`config.mk`:
```
export PLATFORM = sky130hd
export DESIGN_NAME = pllTop
export DESIGN_NICKNAME = d
export VERILOG_FILES = /design/src/design/pllPkg.sv /design/src/design/pllRegisters.sv /design/src/design/phaseDetector.sv /design/src/design/loopFilter.sv /design/src/design/nco.sv /design/src/design/pllTop.sv
export SDC_FILE = /design/constraint.sdc
export NUM_CORES = 1
export LEC_CHECK = 0
export BUFFER_PORTS_ARGS = -buffer_cell sky130_fd_sc_hd__buf_4
export CAP_MARGIN = 30
export CORE_MARGIN = 10
export CORE_UTILIZATION = 55
export DETAILED_ROUTE_END_ITERATION = 8
export PLACE_DENSITY = 0.82
export SLEW_MARGIN = 5
export SYNTH_ARGS = -nofsm -noshare
export SYNTH_HDL_FRONTEND = slang
export SYNTH_HIERARCHICAL = 1
export SYNTH_SLANG_ARGS = --single-unit
```
`constraint.sdc`:
```
create_clock -name clk -period 2.99 [get_ports clk]
set_clock_uncertainty 0.1 [all_clocks]
set_input_delay 0.598 -clock clk [delete_from_list [all_inputs] [get_ports clk]]
set_output_delay 0.598 -clock clk [all_outputs]
set_load 0.005 [all_outputs]
```
`src/design/pllPkg.sv`:
```
`default_nettype none

package pllPkg;

    // Datapath widths
    localparam int freqWidth = 32;
    localparam int gainWidth = 5;
    localparam int divWidth  = 8;
    localparam int errWidth  = 8;

    // APB bus widths
    localparam int addrWidth = 8;
    localparam int dataWidth = 32;

    // Phase error saturation, symmetric around zero
    localparam logic signed [errWidth-1:0] errMax = 8'sh7F;
    localparam logic signed [errWidth-1:0] errMin = 8'sh81;

    // Positive clamp of the increment; negative clamp is zero
    localparam logic [freqWidth-1:0] incMax = 32'h7FFF_FFFF;

    // Gain code that adds the error unshifted
    localparam logic [gainWidth-1:0] gainUnity = 5'd7;

    // Register map
    localparam logic [addrWidth-1:0] addrCenterFreq  = 8'h00;
    localparam logic [addrWidth-1:0] addrLoopGain    = 8'h04;
    localparam logic [addrWidth-1:0] addrFeedbackDiv = 8'h08;
    localparam logic [addrWidth-1:0] addrPhaseError  = 8'h0C;

    // Register reset values
    localparam logic [freqWidth-1:0] centerResetValue = 32'h0800_0000;
    localparam logic [gainWidth-1:0] gainResetValue   = 5'd0;
    localparam logic [divWidth-1:0]  divResetValue    = 8'd1;

endpackage

`default_nettype wire

```
`src/design/pllRegisters.sv`:
```
`timescale 1ns/1ps
`default_nettype none

module pllRegisters (
    input  logic                          clk,
    input  logic                          reset,
    input  logic                          psel,
    input  logic                          penable,
    input  logic                          pwrite,
    input  logic [pllPkg::addrWidth-1:0]  paddr,
    input  logic [pllPkg::dataWidth-1:0]  pwdata,
    input  logic [pllPkg::errWidth-1:0]   phaseError,
    output logic [pllPkg::dataWidth-1:0]  prdata,
    output logic                          pready,
    output logic                          pslverr,
    output logic [pllPkg::freqWidth-1:0]  centerFreq,
    output logic [pllPkg::gainWidth-1:0]  loopGain,
    output logic [pllPkg::divWidth-1:0]   feedbackDivider
);

    import pllPkg::*;

    logic                 access;
    logic                 mapped;
    logic                 writeOk;
    logic [divWidth-1:0]  divWrite;
    logic [dataWidth-1:0] errExtended;

    // Access phase of a transfer, no wait states
    assign access = psel & penable;
    assign pready = 1'b1;

    always_comb begin
        case (paddr)
            addrCenterFreq,
            addrLoopGain,
            addrFeedbackDiv,
            addrPhaseError: mapped = 1'b1;
            default:        mapped = 1'b0;
        endcase
    end

    // Phase error is read only
    assign pslverr = access && (!mapped || (pwrite && paddr == addrPhaseError));
    assign writeOk = access && pwrite && !pslverr;

    // Dividers never see zero
    assign divWrite = (pwdata[divWidth-1:0] == '0) ? divWidth'(1) : pwdata[divWidth-1:0];

    always_ff @(posedge clk) begin
        if (reset) begin
            centerFreq      <= centerResetValue;
            loopGain        <= gainResetValue;
            feedbackDivider <= divResetValue;
        end
        else if (writeOk) begin
            case (paddr)
                addrCenterFreq:  centerFreq <= pwdata[freqWidth-1:0];
                addrLoopGain:    loopGain <= pwdata[gainWidth-1:0];
                addrFeedbackDiv: feedbackDivider <= divWrite;
                default:         ;
            endcase
        end
    end

    assign errExtended = {{(dataWidth-errWidth){phaseError[errWidth-1]}}, phaseError};

    // Read data only during a read access
    always_comb begin
        prdata = '0;
        if (access && !pwrite) begin
            case (paddr)
                addrCenterFreq:  prdata = dataWidth'(centerFreq);
                addrLoopGain:    prdata = dataWidth'(loopGain);
                addrFeedbackDiv: prdata = dataWidth'(feedbackDivider);
                addrPhaseError:  prdata = errExtended;
                default:         prdata = '0;
            endcase
        end
    end

endmodule

`default_nettype wire

```
`src/design/phaseDetector.sv`:
```
`timescale 1ns/1ps
`default_nettype none

module phaseDetector (
    input  logic                                clk,
    input  logic                                reset,
    input  logic                                referenceClkEn,
    input  logic                                feedbackClkEn,
    output logic signed [pllPkg::errWidth-1:0]  phaseError
);

    import pllPkg::*;

    logic refOnly;
    logic fbOnly;

    // Coincident pulses cancel
    assign refOnly = referenceClkEn & ~feedbackClkEn;
    assign fbOnly  = feedbackClkEn & ~referenceClkEn;

    always_ff @(posedge clk) begin
        if (reset) begin
            phaseError <= '0;
        end
        else if (refOnly) begin
            // Reference ahead, count up
            if (phaseError < errMax) begin
                phaseError <= phaseError + 1'b1;
            end
        end
        else if (fbOnly) begin
            if (phaseError > errMin) begin
                phaseError <= phaseError - 1'b1;
            end
        end
    end

endmodule

`default_nettype wire

```
`src/design/loopFilter.sv`:
```
`timescale 1ns/1ps
`default_nettype none

module loopFilter (
    input  logic                                 clk,
    input  logic                                 reset,
    input  logic signed [pllPkg::errWidth-1:0]   phaseError,
    input  logic        [pllPkg::gainWidth-1:0]  loopGain,
    input  logic        [pllPkg::freqWidth-1:0]  centerFreq,
    output logic        [pllPkg::freqWidth-1:0]  phaseInc
);

    import pllPkg::*;

    logic signed [freqWidth-1:0] errorWide;
    logic signed [freqWidth-1:0] scaled;
    logic signed [freqWidth-1:0] correction;
    logic signed [freqWidth+1:0] errorSum;

    assign errorWide = phaseError;

    // Power of two around the unity code
    always_comb begin
        // Code 0 turns the loop off
        if (loopGain == '0) begin
            scaled = '0;
        end
        else if (loopGain >= gainUnity) begin
            scaled = errorWide <<< (loopGain - gainUnity);
        end
        else begin
            scaled = errorWide >>> (gainUnity - loopGain);
        end
    end

    always_ff @(posedge clk) begin
        if (reset) begin
            correction <= '0;
        end
        else begin
            correction <= scaled;
        end
    end

    // Two spare bits hold the true signed sum
    assign errorSum = $signed({2'b00, centerFreq}) + correction;

    // Clamp to the positive limit or to zero
    always_ff @(posedge clk) begin
        if (errorSum > $signed({2'b00, incMax})) begin
            phaseInc <= incMax;
        end
        else if (errorSum < 0) begin
            phaseInc <= '0;
        end
        else begin
            phaseInc <= errorSum[freqWidth-1:0];
        end
    end

endmodule

`default_nettype wire

```
`src/design/nco.sv`:
```
`timescale 1ns/1ps
`default_nettype none

module nco (
    input  logic                          clk,
    input  logic                          reset,
    input  logic [pllPkg::freqWidth-1:0]  phaseInc,
    input  logic [pllPkg::divWidth-1:0]   feedbackDivider,
    output logic                          dllOutputClkEn,
    output logic                          feedbackClkEn,
    output logic                          filteredRefClk
);

    import pllPkg::*;

    logic [freqWidth-1:0] phase;
    logic [freqWidth-1:0] phaseSum;
    logic                 sumRise;
    logic                 msbDelayed;
    logic [divWidth-1:0]  feedbackCount;
    logic [divWidth-2:0]  halfDivider;
    logic [divWidth-2:0]  outputCount;
    logic                 outputToggle;

    assign phaseSum = phase + phaseInc;

    // phase holds last cycle's sum
    assign sumRise = phaseSum[freqWidth-1] & ~phase[freqWidth-1];

    always_ff @(posedge clk) begin
        if (reset) begin
            phase          <= '0;
            msbDelayed     <= 1'b0;
            dllOutputClkEn <= 1'b0;
        end
        else begin
            phase          <= phaseSum;
            msbDelayed     <= phase[freqWidth-1];
            dllOutputClkEn <= phase[freqWidth-1] & ~msbDelayed;
        end
    end

    // Every feedbackDivider-th rising edge of the sum
    always_ff @(posedge clk) begin
        if (reset) begin
            feedbackCount <= feedbackDivider - 1'b1;
            feedbackClkEn <= 1'b0;
        end
        else begin
            feedbackClkEn <= sumRise && (feedbackCount == '0);
            if (sumRise) begin
                if (feedbackCount == '0) begin
                    feedbackCount <= feedbackDivider - 1'b1;
                end
                else begin
                    feedbackCount <= feedbackCount - 1'b1;
                end
            end
        end
    end

    assign halfDivider = feedbackDivider[divWidth-1:1];

    // Toggle every half-divider output pulses
    always_ff @(posedge clk) begin
        if (reset) begin
            outputCount  <= halfDivider - 1'b1;
            outputToggle <= 1'b0;
        end
        else if (dllOutputClkEn) begin
            if (outputCount == '0) begin
                outputCount  <= halfDivider - 1'b1;
                outputToggle <= ~outputToggle;
            end
            else begin
                outputCount <= outputCount - 1'b1;
            end
        end
    end

    // Divider of 1 has no half period
    assign filteredRefClk = (halfDivider == '0) ? dllOutputClkEn : outputToggle;

endmodule

`default_nettype wire

```
`src/design/pllTop.sv`:
```
`timescale 1ns/1ps
`default_nettype none

module pllTop (
    input  logic                          clk,
    input  logic                          reset,
    input  logic                          psel,
    input  logic                          penable,
    input  logic                          pwrite,
    input  logic [pllPkg::addrWidth-1:0]  paddr,
    input  logic [pllPkg::dataWidth-1:0]  pwdata,
    output logic [pllPkg::dataWidth-1:0]  prdata,
    output logic                          pready,
    output logic                          pslverr,
    input  logic                          referenceClkEn,
    output logic                          dllOutputClkEn,
    output logic                          feedbackClkEn,
    output logic                          filteredRefClk
);

    import pllPkg::*;

    logic        [freqWidth-1:0] centerFreq;
    logic        [gainWidth-1:0] loopGain;
    logic        [divWidth-1:0]  feedbackDivider;
    logic signed [errWidth-1:0]  phaseError;
    logic        [freqWidth-1:0] phaseInc;

    pllRegisters registers_i (
        .clk             (clk),
        .reset           (reset),
        .psel            (psel),
        .penable         (penable),
        .pwrite          (pwrite),
        .paddr           (paddr),
        .pwdata          (pwdata),
        .phaseError      (phaseError),
        .prdata          (prdata),
        .pready          (pready),
        .pslverr         (pslverr),
        .centerFreq      (centerFreq),
        .loopGain        (loopGain),
        .feedbackDivider (feedbackDivider)
    );

    phaseDetector detector_i (
        .clk            (clk),
        .reset          (reset),
        .referenceClkEn (referenceClkEn),
        .feedbackClkEn  (feedbackClkEn),
        .phaseError     (phaseError)
    );

    loopFilter filter_i (
        .clk        (clk),
        .reset      (reset),
        .phaseError (phaseError),
        .loopGain   (loopGain),
        .centerFreq (centerFreq),
        .phaseInc   (phaseInc)
    );

    nco nco_i (
        .clk             (clk),
        .reset           (reset),
        .phaseInc        (phaseInc),
        .feedbackDivider (feedbackDivider),
        .dllOutputClkEn  (dllOutputClkEn),
        .feedbackClkEn   (feedbackClkEn),
        .filteredRefClk  (filteredRefClk)
    );

endmodule

`default_nettype wire

```
* After elaboration in Yosys (flattened, before gate mapping)
Index checks and enable logic that the tools add are counted.
** Operators by class
- Muxes and demuxes :: 17
- Bitwise operators :: 10
- Equal/unequal tests :: 4
- Shifts and indexed selects :: 2
- Reduce and logical (&&, ||, !) cells :: 28
- Order comparisons :: 5
- Add/subtract/negate cells :: 10
** Operator list (number)
- 32-bit one-hot mux with 4 select lines :: 1
- 32-bit 2-to-1 mux :: 2
- 8-bit 2-to-1 mux :: 8
- 33-bit by 32-bit adder with 34-bit output :: 1
- 34-bit by 32-bit > comparator with 1-bit output, second input constant :: 1
- 34-bit by 1-bit < comparator with 1-bit output, second input constant :: 1
- 32-bit adder :: 1
- 8-bit by 5-bit <<< shifter with 32-bit output :: 1
- 8-bit by 5-bit >>> shifter with 32-bit output :: 1
- 31-bit 2-to-1 mux :: 1
- 8-bit logical NOT :: 3
- 8-bit by 1-bit subtractor with 8-bit output, second input constant :: 3
- 7-bit 2-to-1 mux :: 3
- 8-bit by 4-bit == test with 1-bit output, second input constant :: 2
- 7-bit logical NOT :: 2
- 7-bit by 1-bit subtractor with 7-bit output, second input constant :: 2
- 8-bit by 1-bit adder with 8-bit output, second input constant :: 1
- 8-bit by 3-bit == test with 1-bit output, second input constant :: 1
- 8-bit > comparator, second input constant :: 1
- 8-bit < comparator, second input constant :: 1
- 2-bit AND reduction :: 4
- 2-bit nonzero test :: 4
- 1-bit logical AND :: 6
- 1-bit bitwise AND :: 5
- other kinds (12) :: 20
** Storage, ports and cells
- Register bits after elaboration :: 168
- Input bits :: 46
- Logic and storage cells :: 90
- Output and inout bits :: 37

* Depth between registers and ports, before layout
- Depth after elaboration :: 9
- Depth in mapped cells :: 12
- Depth with buffers taken out :: 11

* By module
Netlist, hierarchy kept.
** Modules (own cells, without submodules)
- loopFilter :: cells each 556, sequential area each 1281.2 sq um, area each 4446.8 sq um, times used 1
- nco :: cells each 464, sequential area each 1171.1 sq um, area each 3920.0 sq um, times used 1
- pllRegisters :: cells each 280, sequential area each 900.9 sq um, area each 2522.4 sq um, times used 1
- phaseDetector :: cells each 71, sequential area each 160.2 sq um, area each 628.1 sq um, times used 1

* Worst setup path after synthesis
No wires, ideal clock.
- Kind :: flip-flop to flip-flop
- From :: register registers_i/centerFreq[0] (netlist bit)
- To :: register filter_i/phaseInc[29] (netlist bit)
- Library setup time :: 0.125 ns
- Stages on the path, launching flop included :: 13
- Arrival :: 2.708 ns
- Required time :: 2.765 ns
- Path buffers :: 1
- Clock period less this slack :: 2.933 ns
- Path slack :: 0.057 ns
- Path through :: dfxtp_1 > ha_1 > fa_1 > a21o_1 > a221o_1 > a21oi_4 > o21ai_2 > a21oi_2 > o2111ai_1 > nor3b_2 > nor3_4 > buf_6 > a21oi_2
** Between the ends
- Word-level cells in the longest chain between the ends :: 3
- Elaborated cells between the ends (all ways) :: 4
- Those cells by class :: add/sub (1); order compare (2); mux (1)
** Ends and longest elaborated chain
- start: declaration :: line pllRegisters.sv:16 : output logic [pllPkg::freqWidth-1:0] centerFreq,
- start signal: assignment :: line pllRegisters.sv:52 : centerFreq <= centerResetValue;
- start signal: assignment :: line pllRegisters.sv:58 : addrCenterFreq: centerFreq <= pwdata[freqWidth-1:0];
- 33-bit by 32-bit adder with 34-bit output * :: line loopFilter.sv:46 : assign errorSum = $signed({2'b00, centerFreq}) + correction;
- 34-bit by 1-bit < comparator with 1-bit output :: line loopFilter.sv:53 : else if (errorSum < 0) begin
- 31-bit 2-to-1 mux :: line loopFilter.sv:53
- end signal: assignment :: line loopFilter.sv:51 : phaseInc <= incMax;
- end signal: assignment :: line loopFilter.sv:57 : phaseInc <= errorSum[freqWidth-1:0];
- end: declaration :: line loopFilter.sv:10 : output logic [pllPkg::freqWidth-1:0] phaseInc
Mark *: on every way between the ends. The rest lies on a longest branch, timed or not.
A chain may end at the register's enable or synchronous reset.

* Final worst setup path
- From :: register filter_i.correction[0]
- To :: register filter_i/phaseInc[22] (netlist bit)
** Between the ends
- Word-level cells in the longest chain between the ends :: 3
- Elaborated cells between the ends (all ways) :: 4
- Those cells by class :: add/sub (1); order compare (2); mux (1)
** Ends and longest elaborated chain
- start: declaration :: line loopFilter.sv:17 : logic signed [freqWidth-1:0] correction;
- start signal: assignment :: line loopFilter.sv:41 : correction <= scaled;
- 33-bit by 32-bit adder with 34-bit output * :: line loopFilter.sv:46
- 34-bit by 1-bit < comparator with 1-bit output :: line loopFilter.sv:53
- 31-bit 2-to-1 mux :: line loopFilter.sv:53
Marks and branches as above.

==> results.md <==
* Largest net degree at the start of global routing at 47
* Count leader, synth: dfxtp_1
* Fmax at around 330 MHz
* Worst-path clk slew at about 70 ps
* Layout area overhead at 17.43%
* Seq/Total Area, Yosys at roughly 31%
* Worst Hold Class: reg -> reg
* First-pass GRT wire length at between 50,000 and 60,000 um
* # clock sinks at between 150 and 200
* Share of cells above drive strength 1 at 18.91%
* P_leak at 0.005633 uW
* Gr ovfl total at 0
* PwrDens at 395.2 nW/um^2
* Setup violations, final at 17
* Yosys top cell by area: dfxtp_1
* Number of flops mapped to enable cells by yosys at 15
* Die height at 164.7 um
* Initial antenna violation count at 0
* Worst-margin pin slew at roughly 870 ps
* Skew-Pair Late Insertion Delay at ~430 ps
* Final Cycle Share at 102.3%
* Primary FF master, synth: dfxtp_1
* Dpl ws at -88.07 ps
* Core Util, Final at about two thirds
* Met3 usage at 4.058%
* Critical Path End Type: flop
* Syn Nets at about 1.5k
* Final hold vios at 0
* Routed wire length at roughly 32,000 um
* Vias in the first global route at a little over 10k
* Status: finished with violations
* IO Pins at between 80 and 90
* Critical path fanouts, max at 7
* Synth Area per Inst at between 8 and 9 um^2
* Global placement routability congestion at approximately 1
* 1st-pass router iterations at 6
* Core ar. at 20,430 um^2
* Rows at 52
* Design area at between 10,000 and 15,000 um^2
* Die area at 27,130 um^2
* Final Max Tran Viols at 0
* Post-synthesis async set-or-reset flop share at 0%
* CTS tree: yes
* Area after DPL at 12,630 um^2
* Worst ir drop on vdd at between 0.0003 and 0.0004 V
* Met2 Track Usage GR at between 40% and 50%
* Min Clock Period, post-route at 3058 ps
* Hpwl dp at approximately 24,000 um
* Clock buffer depth at 2
* Hold slack at approximately 300 ps
* Critical Path AT at 3260 ps
* Vias per cell at roughly 6.0
* Initial Util at about 56%
* Crit start category: flop
* Setup ws final at -67.63 ps
* H-tree depth at 4
* GR Layer Usage met1 at a little over a quarter
* Synthesized cell area at between 10,000 and 15,000 um^2
* Tot GR Track Use at between 20% and 30%
* Yosys reg bits at between 150 and 200
* Top post-synthesis cells by area: dfxtp_1 27%, ha_1 8.7%, a21oi_1 5.7%
* DR iter-0 viols at around 860
* Die width at approximately 160 um
* Mapped Cells at between 1k and 1.5k
* Via count at 10.60k
* Root buf cell: clkbuf_16
* Syn. warnings at 6
* IO Port Bufs at 81
* Headroom to the max-slew limit at 41.84%
* CP required at 3190 ps
* Failing checks: setup timing
* RSZ-0062 raised after global routing: yes
* DRC Markers at 0
* WL/cell at around 18 um
* Synth cell types at between 80 and 90
* Max Cap Violations at 0
* NumNets Final at ~1.6k
* Antenna viol nets, final at 0
* Setup Crit Path Kind: reg -> reg
* Gr busiest metal: met2
* CTS buffer count at 17
* Yosys top cell area share at between 20% and 30%
* Synth top cells by count: 153 x dfxtp_1, 144 x nand2_1, 131 x a21oi_1, 111 x nor2_1, 87 x nand2b_1
## logic make-up (layout without fill, tap and decap cells)
kind of cell,Yosys count,after routing,synth area share [%]
AND/OR/NAND/NOR,482,482,20.78
AO/OA/AOI/OAI,377,377,21.81
flip-flops,168,168,30.51
buffers and inverters,99,219,3.780
XOR/XNOR,86,86,6.659
adder cells (fa/ha/maj),83,83,9.212
multiplexers,74,74,7.181
other,2,3,0.06521
## power by group
| part | switching [uW] | internal (uW) | total (uW) |
|---|---|---|---|
| clock | 960 | 1240 | 2200 |
| combinational | 402 | 323 | 725 |
| sequential | 82.3 | 2340 | 2420 |
| total | 1440 | 3900 | 5350 |
## metrics by stage
stage	TNS [ps]	std cells	total power, uW
floorplan	0	1371	2944
global placement	-317.1	1711	3154
detailed placement	-2276	1711	3172
CTS	-26.12	1755	5356
global route	-4476	1761	5533
finish	-678.6	1762	5345
## layout by cell type (no fill, tap or decap), types with 42 or more instances in the layout
cell type and n:
dfxtp_1 151, nand2_1 144, buf_4 143, a21oi_1 126
nor2_1 110, nand2b_1 87, ha_1 79, mux2i_1 62
o21ai_0 61, xnor2_1 47, a21oi_2 42
## per-layer routing
metal  wire [um]  vias up
met5           0        -
met3        2015       95
met4        1336        0
li1            -     5107
met1       12810     4990
met2       16220      406
## layout make-up
type / instances / area, um^2
multi-input combinational: 1104 / 7709
inverter: 34 / 127.6
sequential: 168 / 3516
clock buffer: 18 / 429.2
tap: 270 / 337.8
timing repair buffer: 153 / 1255
antenna: 1 / 2.502
clock inverter: 14 / 147.6
fill: 1632 / 6905
## sequential cells by signal, summed over array words and instances, names as in the netlist
| signal | flops |
|---|---|
| nco_i/phase | 32 |
| registers_i/loopGain | 5 |
| filter_i/phaseInc | 32 |
| nco_i/dllOutputClkEn | 1 |
| nco_i/feedbackCount | 8 |
| registers_i/feedbackDivider | 8 |
| nco_i/outputCount | 7 |
| detector_i/phaseError | 8 |
| nco_i/feedbackClkEn | 1 |
| registers_i/centerFreq | 32 |
| nco_i/outputToggle | 1 |
| filter_i/correction | 32 |
| nco_i/msbDelayed | 1 |
## repair_timing
item	in CTS	in global routing
resized for setup	18	21
buffers inserted	9	9
pin swaps	13	13
setup endpoints to repair	63	50
hold buffers	0	0
gates cloned	3	0
## final timing paths
path | slack (ps) | endpoint | from | cells past startpoint
worst min register to register | 300 | nco_i/dllOutputClkEn | nco_i/msbDelayed | 1
worst max register to register | -70 | filter_i/phaseInc[22] | filter_i/correction[0] | 14
worst min-delay path | 300 | nco_i/dllOutputClkEn | nco_i/msbDelayed | 1
worst max-delay path | -70 | filter_i/phaseInc[22] | filter_i/correction[0] | 14
## worst max-delay path: stages (launching register included)
cell and delay, ps:
dfxtp_2 340, ha_4 160, fa_2 340, a21o_1 200, a221o_1 350, a21oi_4 160, o21ai_2 90, a21oi_2 200
o2111ai_2 150, nor3b_4 200, nor3_4 220, buf_6 140, buf_12 100, buf_16 120, a21oi_4 60
No activity file was read; power rests on OpenSTA's default activity.
